--- src/rtl/acq_pkg.sv ---
// ------------------
// Shared widths, register map, pattern codes and sample-period table
// for the channel acquisition front end
// ------------------
package acq_pkg;

	localparam int sample_w = 24;	// ADC sample width
	localparam int axil_aw  = 4;	// AXI4-Lite byte address width
	localparam int axil_dw  = 32;

	// Register byte offsets
	localparam logic [axil_aw-1:0] reg_ctrl    = 4'h0;
	localparam logic [axil_aw-1:0] reg_fix     = 4'h4;
	localparam logic [axil_aw-1:0] reg_tp_base = 4'h8;
	localparam logic [axil_aw-1:0] reg_tp_step = 4'hc;

	// ------------------
	// Pattern codes in CTRL[7:0]
	localparam logic [7:0] tp_live  = 8'd0;
	localparam logic [7:0] tp_ident = 8'd1;
	localparam logic [7:0] tp_ramp  = 8'd2;
	localparam logic [7:0] tp_fixed = 8'd3;

	localparam logic [sample_w-1:0] tp_marker = 24'h555555;	// Any other code

	// Sample code to period in clock cycles, full hardware scale
	function automatic logic [23:0] tp_period_base(input logic [7:0] code);
		logic [23:0] period;
		case (code)
			8'd20:   period = 24'd50_000;
			8'd10:   period = 24'd100_000;
			8'd5:    period = 24'd200_000;
			8'd2:    period = 24'd500_000;
			8'd1:    period = 24'd1_000_000;
			default: period = 24'd50_000;	// Unknown code falls back to fastest rate
		endcase
		return period;
	endfunction

endpackage

--- src/rtl/acq_cfg_regs.sv ---
// ------------------
// AXI4-Lite slave with the channel configuration registers
// Fields go straight from the register flops to the datapath
// ------------------
`timescale 1ns/1ps

module acq_cfg_regs (
	input  logic                         clk_sys,
	input  logic                         rst_n,
	// Write address and data
	input  logic [acq_pkg::axil_aw-1:0]  s_awaddr,
	input  logic                         s_awvalid,
	output logic                         s_awready,
	input  logic [acq_pkg::axil_dw-1:0]  s_wdata,
	input  logic [acq_pkg::axil_dw/8-1:0] s_wstrb,
	input  logic                         s_wvalid,
	output logic                         s_wready,
	// Write response
	output logic [1:0]                   s_bresp,
	output logic                         s_bvalid,
	input  logic                         s_bready,
	// Read
	input  logic [acq_pkg::axil_aw-1:0]  s_araddr,
	input  logic                         s_arvalid,
	output logic                         s_arready,
	output logic [acq_pkg::axil_dw-1:0]  s_rdata,
	output logic [1:0]                   s_rresp,
	output logic                         s_rvalid,
	input  logic                         s_rready,
	// Configuration fields
	output logic [7:0]                   cfg_ad_tp,
	output logic [7:0]                   cfg_sample,
	output logic [5:0]                   mod_id,
	output logic [23:0]                  cfg_ad_fix,
	output logic [23:0]                  cfg_tp_base,
	output logic [7:0]                   cfg_tp_step
);

	logic                        wr_go;
	logic                        wr_hs;
	logic                        rd_go;
	logic [acq_pkg::axil_dw-1:0] rd_word;

	// One transaction in flight at a time, writes win a tie
	assign wr_go = s_awvalid & s_wvalid & ~s_awready & ~s_bvalid & ~s_arready & ~s_rvalid;
	assign rd_go = s_arvalid & ~s_arready & ~s_rvalid & ~s_bvalid & ~s_awready & ~wr_go;
	assign wr_hs = s_awready & s_awvalid & s_wvalid;

	assign s_wready = s_awready;	// AW and W accepted together
	assign s_bresp  = 2'b00;	// Always OKAY
	assign s_rresp  = 2'b00;

	// ------------------
	// Write path
	always_ff @(posedge clk_sys or negedge rst_n) begin
		if (!rst_n) begin
			s_awready   <= 1'b0;
			s_bvalid    <= 1'b0;
			cfg_ad_tp   <= '0;
			cfg_sample  <= '0;
			mod_id      <= '0;
			cfg_ad_fix  <= '0;
			cfg_tp_base <= '0;
			cfg_tp_step <= '0;
		end else begin
			s_awready <= wr_go;
			if (wr_hs)
				s_bvalid <= 1'b1;
			else if (s_bready)
				s_bvalid <= 1'b0;

			if (wr_hs) begin
				case ({s_awaddr[3:2], 2'b00})	// Low address bits ignored
					acq_pkg::reg_ctrl: begin
						if (s_wstrb[0]) cfg_ad_tp  <= s_wdata[7:0];
						if (s_wstrb[1]) cfg_sample <= s_wdata[15:8];
						if (s_wstrb[2]) mod_id     <= s_wdata[21:16];
					end
					acq_pkg::reg_fix: begin
						if (s_wstrb[0]) cfg_ad_fix[7:0]   <= s_wdata[7:0];
						if (s_wstrb[1]) cfg_ad_fix[15:8]  <= s_wdata[15:8];
						if (s_wstrb[2]) cfg_ad_fix[23:16] <= s_wdata[23:16];
					end
					acq_pkg::reg_tp_base: begin
						if (s_wstrb[0]) cfg_tp_base[7:0]   <= s_wdata[7:0];
						if (s_wstrb[1]) cfg_tp_base[15:8]  <= s_wdata[15:8];
						if (s_wstrb[2]) cfg_tp_base[23:16] <= s_wdata[23:16];
					end
					acq_pkg::reg_tp_step: begin
						if (s_wstrb[0]) cfg_tp_step <= s_wdata[7:0];
					end
					default: ;
				endcase
			end
		end
	end

	// ------------------
	// Read path
	always_comb begin
		rd_word = '0;
		case ({s_araddr[3:2], 2'b00})
			acq_pkg::reg_ctrl:    rd_word = {10'h0, mod_id, cfg_sample, cfg_ad_tp};
			acq_pkg::reg_fix:     rd_word = {8'h0, cfg_ad_fix};
			acq_pkg::reg_tp_base: rd_word = {8'h0, cfg_tp_base};
			acq_pkg::reg_tp_step: rd_word = {24'h0, cfg_tp_step};
			default:              rd_word = '0;
		endcase
	end

	always_ff @(posedge clk_sys or negedge rst_n) begin
		if (!rst_n) begin
			s_arready <= 1'b0;
			s_rvalid  <= 1'b0;
			s_rdata   <= '0;
		end else begin
			s_arready <= rd_go;
			if (s_arready & s_arvalid) begin
				s_rvalid <= 1'b1;
				s_rdata  <= rd_word;
			end else if (s_rready) begin
				s_rvalid <= 1'b0;	// Held until the host takes it
			end
		end
	end

endmodule

--- src/rtl/ad_tp.sv ---
// ------------------
// Test pattern source, one word per sample period
// Period restarts on the external sync pulse
// ------------------
`timescale 1ns/1ps

module ad_tp #(
	parameter int period_div = 1	// Shrinks every table period
) (
	input  logic                         clk_sys,
	input  logic                         rst_n,
	input  logic                         syn_vld,
	input  logic [7:0]                   cfg_sample,
	input  logic [7:0]                   cfg_ad_tp,
	input  logic [5:0]                   mod_id,
	input  logic [23:0]                  cfg_ad_fix,
	input  logic [23:0]                  cfg_tp_base,
	input  logic [7:0]                   cfg_tp_step,
	output logic [acq_pkg::sample_w-1:0] tp_data,
	output logic                         tp_vld
);

	logic [23:0]                  tp_period;
	logic [23:0]                  cnt_cycle;
	logic                         period_vld;
	logic [23:0]                  base_q;
	logic [7:0]                   step_q;
	logic                         cfg_tp_change;
	logic [acq_pkg::sample_w-1:0] step_ext;
	logic [acq_pkg::sample_w-1:0] ramp_data;
	logic [acq_pkg::sample_w-1:0] ident_data;

	// ------------------
	// Period counter
	assign tp_period  = acq_pkg::tp_period_base(cfg_sample) / 24'(period_div);
	assign period_vld = (cnt_cycle >= tp_period - 24'd1);	// >= so a shorter period wraps at once

	always_ff @(posedge clk_sys or negedge rst_n) begin
		if (!rst_n)
			cnt_cycle <= '0;
		else if (syn_vld || period_vld)
			cnt_cycle <= '0;
		else
			cnt_cycle <= cnt_cycle + 24'd1;
	end

	always_ff @(posedge clk_sys or negedge rst_n) begin
		if (!rst_n)
			tp_vld <= 1'b0;
		else
			tp_vld <= period_vld;
	end

	// ------------------
	// Ramp, reloads when base or step is rewritten
	always_ff @(posedge clk_sys or negedge rst_n) begin
		if (!rst_n) begin
			base_q <= '0;
			step_q <= '0;
		end else begin
			base_q <= cfg_tp_base;
			step_q <= cfg_tp_step;
		end
	end

	assign cfg_tp_change = (base_q != cfg_tp_base) || (step_q != cfg_tp_step);
	assign step_ext      = {{(acq_pkg::sample_w-8){1'b0}}, cfg_tp_step};

	always_ff @(posedge clk_sys or negedge rst_n) begin
		if (!rst_n)
			ramp_data <= '0;
		else if (cfg_tp_change)
			ramp_data <= cfg_tp_base;
		else if (period_vld)
			ramp_data <= ramp_data + step_ext;	// Wraps at 24 bits
	end

	// Identity word per module slot
	always_comb begin
		case (mod_id[1:0])
			2'd1:    ident_data = 24'h111111;
			2'd2:    ident_data = 24'h222222;
			2'd3:    ident_data = 24'h333333;
			default: ident_data = 24'h999999;
		endcase
	end

	always_comb begin
		case (cfg_ad_tp)
			acq_pkg::tp_ident: tp_data = ident_data;
			acq_pkg::tp_ramp:  tp_data = ramp_data;
			acq_pkg::tp_fixed: tp_data = cfg_ad_fix;
			default:           tp_data = acq_pkg::tp_marker;
		endcase
	end

endmodule

--- src/rtl/ad_capture.sv ---
// ------------------
// Live ADC capture and live/pattern select into the sample output
// ------------------
`timescale 1ns/1ps

module ad_capture (
	input  logic                         clk_sys,
	input  logic                         rst_n,
	input  logic [acq_pkg::sample_w-1:0] adc_data,
	input  logic                         adc_drdy,	// Asynchronous strobe
	input  logic [7:0]                   cfg_ad_tp,
	input  logic [acq_pkg::sample_w-1:0] tp_data,
	input  logic                         tp_vld,
	output logic [acq_pkg::sample_w-1:0] smp_data,
	output logic                         smp_vld
);

	logic                         drdy_s1;
	logic                         drdy_s2;
	logic                         drdy_s3;
	logic                         drdy_rise;
	logic [acq_pkg::sample_w-1:0] cap_data;
	logic                         cap_vld;
	logic                         live_mode;

	// ------------------
	// Strobe synchronizer and edge detect
	always_ff @(posedge clk_sys or negedge rst_n) begin
		if (!rst_n) begin
			drdy_s1 <= 1'b0;
			drdy_s2 <= 1'b0;
			drdy_s3 <= 1'b0;
		end else begin
			drdy_s1 <= adc_drdy;
			drdy_s2 <= drdy_s1;
			drdy_s3 <= drdy_s2;	// Previous value for edge detect
		end
	end

	assign drdy_rise = drdy_s2 & ~drdy_s3;

	// adc_data is stable while the strobe is high, safe to take here
	always_ff @(posedge clk_sys or negedge rst_n) begin
		if (!rst_n)
			cap_vld <= 1'b0;
		else
			cap_vld <= drdy_rise;
	end

	always_ff @(posedge clk_sys) begin
		if (drdy_rise)
			cap_data <= adc_data;
	end

	// ------------------
	// Output select and register
	assign live_mode = (cfg_ad_tp == acq_pkg::tp_live);

	always_ff @(posedge clk_sys or negedge rst_n) begin
		if (!rst_n)
			smp_vld <= 1'b0;
		else
			smp_vld <= live_mode ? cap_vld : tp_vld;
	end

	always_ff @(posedge clk_sys) begin
		if (live_mode) begin
			if (cap_vld)
				smp_data <= cap_data;
		end else if (tp_vld) begin
			smp_data <= tp_data;	// Pattern word of this period
		end
	end

endmodule

--- src/rtl/ad_acq_top.sv ---
// ------------------
// Channel acquisition front end, register block plus sample path
// ------------------
`timescale 1ns/1ps

module ad_acq_top #(
	parameter int period_div = 1	// 1 in hardware, larger for short sim periods
) (
	input  logic                          clk_sys,
	input  logic                          rst_n,
	// Host AXI4-Lite
	input  logic [acq_pkg::axil_aw-1:0]   s_awaddr,
	input  logic                          s_awvalid,
	output logic                          s_awready,
	input  logic [acq_pkg::axil_dw-1:0]   s_wdata,
	input  logic [acq_pkg::axil_dw/8-1:0] s_wstrb,
	input  logic                          s_wvalid,
	output logic                          s_wready,
	output logic [1:0]                    s_bresp,
	output logic                          s_bvalid,
	input  logic                          s_bready,
	input  logic [acq_pkg::axil_aw-1:0]   s_araddr,
	input  logic                          s_arvalid,
	output logic                          s_arready,
	output logic [acq_pkg::axil_dw-1:0]   s_rdata,
	output logic [1:0]                    s_rresp,
	output logic                          s_rvalid,
	input  logic                          s_rready,
	// Sync and ADC
	input  logic                          syn_vld,
	input  logic [acq_pkg::sample_w-1:0]  adc_data,
	input  logic                          adc_drdy,
	// Sample stream, no back-pressure
	output logic [acq_pkg::sample_w-1:0]  smp_data,
	output logic                          smp_vld
);

	logic [7:0]                   cfg_ad_tp;
	logic [7:0]                   cfg_sample;
	logic [5:0]                   mod_id;
	logic [23:0]                  cfg_ad_fix;
	logic [23:0]                  cfg_tp_base;
	logic [7:0]                   cfg_tp_step;
	logic [acq_pkg::sample_w-1:0] tp_data;
	logic                         tp_vld;

	acq_cfg_regs u_regs (
		.clk_sys     (clk_sys),
		.rst_n       (rst_n),
		.s_awaddr    (s_awaddr),
		.s_awvalid   (s_awvalid),
		.s_awready   (s_awready),
		.s_wdata     (s_wdata),
		.s_wstrb     (s_wstrb),
		.s_wvalid    (s_wvalid),
		.s_wready    (s_wready),
		.s_bresp     (s_bresp),
		.s_bvalid    (s_bvalid),
		.s_bready    (s_bready),
		.s_araddr    (s_araddr),
		.s_arvalid   (s_arvalid),
		.s_arready   (s_arready),
		.s_rdata     (s_rdata),
		.s_rresp     (s_rresp),
		.s_rvalid    (s_rvalid),
		.s_rready    (s_rready),
		.cfg_ad_tp   (cfg_ad_tp),
		.cfg_sample  (cfg_sample),
		.mod_id      (mod_id),
		.cfg_ad_fix  (cfg_ad_fix),
		.cfg_tp_base (cfg_tp_base),
		.cfg_tp_step (cfg_tp_step)
	);

	ad_tp #(
		.period_div (period_div)
	) u_tp (
		.clk_sys     (clk_sys),
		.rst_n       (rst_n),
		.syn_vld     (syn_vld),
		.cfg_sample  (cfg_sample),
		.cfg_ad_tp   (cfg_ad_tp),
		.mod_id      (mod_id),
		.cfg_ad_fix  (cfg_ad_fix),
		.cfg_tp_base (cfg_tp_base),
		.cfg_tp_step (cfg_tp_step),
		.tp_data     (tp_data),
		.tp_vld      (tp_vld)
	);

	ad_capture u_cap (
		.clk_sys   (clk_sys),
		.rst_n     (rst_n),
		.adc_data  (adc_data),
		.adc_drdy  (adc_drdy),
		.cfg_ad_tp (cfg_ad_tp),
		.tp_data   (tp_data),
		.tp_vld    (tp_vld),
		.smp_data  (smp_data),
		.smp_vld   (smp_vld)
	);

endmodule

--- config.mk ---
export PLATFORM = sky130hd
export DESIGN_NAME = ad_acq_top
export DESIGN_NICKNAME = d
export VERILOG_FILES = /design/src/rtl/acq_pkg.sv /design/src/rtl/acq_cfg_regs.sv /design/src/rtl/ad_tp.sv /design/src/rtl/ad_capture.sv /design/src/rtl/ad_acq_top.sv
export SDC_FILE = /design/constraint.sdc
export NUM_CORES = 1
export LEC_CHECK = 0
export BUFFER_PORTS_ARGS = -buffer_cell sky130_fd_sc_hd__buf_2
export CORE_ASPECT_RATIO = 1.25
export CORE_UTILIZATION = 50
export DETAILED_ROUTE_END_ITERATION = 7
export GPL_ROUTABILITY_DRIVEN = 0
export GPL_TIMING_DRIVEN = 0
export HOLD_SLACK_MARGIN = 0.05
export PLACE_DENSITY_LB_ADDON = 0.08
export SLEW_MARGIN = 40
export SYNTH_ARGS = -nofsm -noshare
export SYNTH_HDL_FRONTEND = slang
export SYNTH_HIERARCHICAL = 1
export SYNTH_SLANG_ARGS = --single-unit
export TNS_END_PERCENT = 100
--- constraint.sdc ---
create_clock -name clk_sys -period 4.91 [get_ports clk_sys]
set_input_delay 0.7365 -clock clk_sys [delete_from_list [all_inputs] [get_ports clk_sys]]
set_output_delay 0.7365 -clock clk_sys [all_outputs]
set_load 0.05 [all_outputs]
Yosys cells after proc, flatten, opt, wreduce, memory -nomap -nowiden
Index checks and enable logic that the tools add are counted.
{ "classes": {"n_mul": 0, "bitwise_logic": 20, "magnitude_cmp": 1, "muxes": 15, "eq_ne": 19, "n_reduce_logical": 20, "n_div": 0, "add_sub_neg": 3, "shift": 0} }
{ "op_table": {"columns": ["operator", "n"], "rows": [
  ["24-bit 2-to-1 mux", 6],
  ["24-bit one-hot mux with 3 select lines", 2],
  ["32-bit one-hot mux with 4 select lines", 1],
  ["20-bit one-hot mux with 4 select lines", 1],
  ["3-bit AND reduction", 10],
  ["24-bit by 1-bit adder with 24-bit output, second input constant", 1],
  ["24-bit by 8-bit adder with 24-bit output", 1],
  ["8-bit by 2-bit equality test with 1-bit output, second input constant", 3],
  ["24-bit >= comparator", 1],
  ["24-bit != test", 1],
  ["20-bit by 1-bit subtractor with 21-bit output, second input constant", 1],
  ["8-bit by 1-bit equality test with 1-bit output, second input constant", 2],
  ["1-bit bitwise AND", 14],
  ["2-bit equality test, second input constant", 6],
  ["8-bit by 3-bit equality test with 1-bit output, second input constant", 1],
  ["8-bit by 4-bit equality test with 1-bit output, second input constant", 1],
  ["8-bit logical NOT", 1],
  ["8-bit != test", 1],
  ["2-bit nonzero test", 4],
  ["2-bit by 1-bit equality test with 1-bit output, second input constant", 3],
  ["1-bit NOT", 6],
  ["1-bit 2-to-1 mux", 5],
  ["2-bit logical NOT", 2],
  ["1-bit logical OR", 2],
  ["other kinds (2)", 2]
]} }
{ "totals": {"out_inout_bits": 66, "n_memories": 0, "regBits": 248, "elab_cells": 105, "rom_bits": 0, "latch_bits": 0, "ramBits": 0} }

Depth between registers and ports, before layout
{ "logic_depth": {"ltp_word": 7, "depth_mapped": 16, "depth_no_buf": 14} }

Hierarchy
Netlist, hierarchy kept.
{ "modules_own_cells": {"columns": ["module", "cells_each", "instances", "area_per_inst_um2"], "rows": [
  ["ad_tp", 550, 1, 4983.5],
  ["acq_cfg_regs", 354, 1, 4644.5],
  ["ad_capture", 84, 1, 1970.6]
]} }

Worst setup path before layout
OpenSTA, ideal clock, no wires.
{ "synth_path": {"path_type": "reg2reg", "start": "register u_regs.cfg_sample[5]", "end": "register u_tp/ramp_data[22] (netlist bit)", "arrival_ns": 3.272, "n_path_buf": 2, "stages_incl_launch_ff": 15, "required_ns": 4.828, "path_slack_ns": 1.556, "cell_sequence": "dfrtp_1 nor4_1 and2_1 inv_1 nor2_1 inv_1 ha_1 nand4_1 nor4_2 o311ai_1 and4_4 buf_6 buf_6 or4_1 a31oi_1"} }
{ "synth_via": {"elab_chain_len": 5, "elab_cells_between_ends": 8} }
{ "synth_rtl": {"columns": ["item", "line_no", "text"], "rows": [
  ["start, declared", "acq_cfg_regs.sv:32", "output logic [7:0] cfg_sample,"],
  ["start signal, assigned", "acq_cfg_regs.sv:76", "if (s_wstrb[1]) cfg_sample <= s_wdata[15:8];"],
  ["8-bit by 1-bit equality test with 1-bit output (tied with other cells)", "acq_pkg.sv:29", "case (code)"],
  ["20-bit one-hot mux with 4 select lines *", "acq_pkg.sv:29", null],
  ["20-bit by 1-bit subtractor with 21-bit output *", "ad_tp.sv:36", "assign period_vld = (cnt_cycle >= tp_period - 24'd1);"],
  ["24-bit >= comparator *", "ad_tp.sv:36", null],
  ["2-bit nonzero test (no line) *", null, null],
  ["end signal, assigned", "ad_tp.sv:73", "ramp_data <= cfg_tp_base;"],
  ["end signal, assigned", "ad_tp.sv:75", "ramp_data <= ramp_data + step_ext;"],
  ["end, declared", "ad_tp.sv:30", "logic [acq_pkg::sample_w-1:0] ramp_data;"]
]} }
Mark *: on every way between the ends. The rest lies on a longest branch, timed or not.
A chain may end at the register's enable or synchronous reset.

Worst setup path after layout
{ "layout_path": {"start": "register u_regs.cfg_sample[5]", "end": "register u_tp/ramp_data[14] (netlist bit)"} }
The elaborated chain is that of the path after synthesis.

==> results.cfg <==
[drt]
wl_met2_microns = 14610
routed_wl_microns = 29130
met3_wirelength_microns = 1329
via_per_inst = 5.554
via_count = 8065
ant_nets = 0
drt_first_pass_iters = 7
drt-met1-wl_microns = 12230
top_layer = met4
wl_per_cell_microns = 20.06
drtIter0Drc = 417
drc = 17

[logic_synthesis]
netlist.top_cell.by_area = dfrtp_1
synth_compound_area_frac = 0.07282
synth_edf_count = 48
synth_top_area_share = 0.4142
yosysWarnings = 6
ys_ff_latch = 240
async_reset_ff_frac = 0.8000
synth_xor_area_frac = 0.04380
syn_area_sq_um = 11600
synthSimpleGateAreaFrac = 0.1289
syn-instance-count = 988
synthTopCellsByCount = 192 x dfrtp_1, 88 x mux2_2, 87 x nor2_1
synth.distinct_cells = 61
synthTopCellsByArea = dfrtp_1 41%, edfxtp_1 12%, mux2_2 8.5%
yosys.area_share.adder = 0.03301
yosysSeqAreaShare = 0.5385
ys.flop_type = dfrtp_1
synthMuxAreaShare = 0.1502
synth.most_common_cell = dfrtp_1
synth_top_family_by_area = multiplexers
syn_avg_cell_area_sq_um = 11.74

[timing]
rsz0062_at_grt = no
fin_skew_ns = 0.01068
fin_ws_ns = 1.001
max-slew-margin-rel = 0.4780
min_period_over_period = 0.7962
min_period_ns = 3.909
tightest_slew_ns = 0.7758
finalSetupTns_ns = 0
fmax_ghz = 0.2558
drv_slew = 0
hold_viol_final = 0
setup_viol = 0

[floorplanning]
start_util = 0.5151
fp.dieW_microns = 138.2
placementRows = 61
core-area_sq_um = 22520
die_h_microns = 172.3
die_area_sq_um = 23810
io_pins = 143

[setup_path]
critPathSlowestCell = nor4_1
cp-end-kind = flop
cp-start-kind = flop
slowest_delay_ns = 0.54
crit_chain = nor4_1 > and2_1 > inv_1 > nor2_1 > inv_1 > ha_1 > nand4_1 > nor4_2 > o311ai_1 > and4_4 > buf_6 > buf_6 > clkbuf_1 > o31ai_1 > a31oi_1
arrival_ns = 4.28
worstReg2RegStart = u_regs/cfg_sample[5]$_DFFE_PN0P_
reg2reg_to = u_tp/ramp_data[14]$_DFFE_PN0P_
reg2reg_depth = 15
crit_required_ns = 5.28
worstSetupPathType = reg -> reg
regToRegSetupSlack_ns = 1.00
cp_max_fo = 10

[placed_design]
placed_cell_area_sq_um = 12670
place_ws_ns = 0.9905
dp.cells = 1404
port_buffers = 115
hpwlAfterDp_microns = 21710

[worst_hold_path]
hold_class = in -> async

[pwr]
leakagePower_nw = 6.299
peakVddDrop_v = 0.0003164
pwr_density_cell_nw_per_um2 = 422.2
power.total_mw = 5.703

[clock_network]
cts_made_buffers = 26
htree_levels = 1
clk_latency_ns = 0.52
root_buffer = clkbuf_16
cts_tree = done
clk_pin_slew_ns = 0.06
holdBufCountCts = 0
clockBufferDepth = 3
postCtsResizedCells = 0
postCtsSetupBuffers = 0
clock-sinks = 240

[finish]
drive_gt1_frac = 0.2780
fin_nets = 1256
final_area_sq_um = 13510
antenna_cells = 0
final_cell_count_no_fill = 1452
area_growth_pct = 16.45

[global_routing]
grt_usage = 0.2499
grt_pass1_vias = 7944
grt_pass1_wl_microns = 45190
antenna_found_initial = 1
grt_max_degree = 72
overflow = 0

[run_status]
violations = design-rule violations
status = finished with violations

[flow_run]
drv_cap = 0
area by class of cell:
type	count	area, sq um
clock buffer	33	728.2
multi-input combinational	694	5044
clock inverter	15	105.1
fill	1882	9009
tap	283	354.1
inverter	16	60.06
buffer	53	314.1
timing repair buffer	118	655.6
sequential	240	6246
critical path: cells and delay by family (launching register included):
family	cells	cell delay, ns
flip-flops	1	0.39
buffers and inverters	5	0.72
adder cells (fa/ha/maj)	1	0.32
AO/OA/AOI/OAI	3	0.63
AND/OR/NAND/NOR	6	1.70
through the flow:
step                      hold slack [ns]  utilization
after detailed placement           0.3471       0.5628
final                              0.1490       0.5999
after global placement             0.3331       0.5589
after CTS                          0.1571       0.5998
after floorplan                    0.3312            -
after global routing               0.1829       0.5999
layout by cell type, fill, tap and decap left out, drive strengths merged, types with 17 or more instances in the layout:
cell type and n:
nand3 19, clkbuf 58, conb 17, nand2 77, a21oi 45, a31oi 18, nor2 91, mux2i 45
buf 146, ha 29, edfxtp 48, o21ai 40, dfrtp 192, mux2 108, xor2 44
sequential cells by signal, summed over array words and instances, names as in the netlist, 8 cells and up:
name / cells
u_cap/cap_data: 24
u_cap/smp_data: 24
u_regs/cfg_ad_fix: 24
u_regs/cfg_tp_base: 24
u_regs/s_rdata: 24
u_tp/base_q: 24
u_tp/cnt_cycle: 24
u_tp/ramp_data: 24
u_regs/cfg_ad_tp: 8
u_regs/cfg_sample: 8
u_regs/cfg_tp_step: 8
u_tp/step_q: 8
worst max path at each step:
stage                                                end                        startpoint  cells after the start  slack (ns)
final                     u_tp/ramp_data[14]$_DFFE_PN0P_  u_regs/cfg_sample[5]$_DFFE_PN0P_                     15        1.00
after global routing      u_tp/ramp_data[18]$_DFFE_PN0P_  u_regs/cfg_sample[5]$_DFFE_PN0P_                     15        0.69
after CTS                   u_tp/cnt_cycle[13]$_DFF_PN0_  u_regs/cfg_sample[5]$_DFFE_PN0P_                     15        0.97
after detailed placement    u_tp/cnt_cycle[17]$_DFF_PN0_  u_regs/cfg_sample[5]$_DFFE_PN0P_                     15        0.99
after global placement           u_cap/smp_vld$_DFF_PN0_                             rst_n                      1       -0.18
after floorplan           u_tp/ramp_data[22]$_DFFE_PN0P_  u_regs/cfg_sample[5]$_DFFE_PN0P_                     14        1.56
routing by layer:
layer	track usage	up-vias
met5	0	-
met4	0.09575	0
met3	0.03074	50
met2	0.4470	213
met1	0.3117	3947
li1	-	3855
kinds of logic after synthesis:
kind of cell | Yosys count
adders and majority gates | 30
xor gates and xnor gates | 58
and+or+nand+nor | 295
other | 2
AOI/OAI and AO/OA | 141
DFF | 240
buffers and inverters | 69
muxes | 153
report_power, final:
group	internal, mW	switching [mW]	total (mW)
clock network	1.10	0.784	1.88
logic	0.475	0.833	1.31
registers	2.30	0.216	2.51
Power figures use the tool's default switching activity.
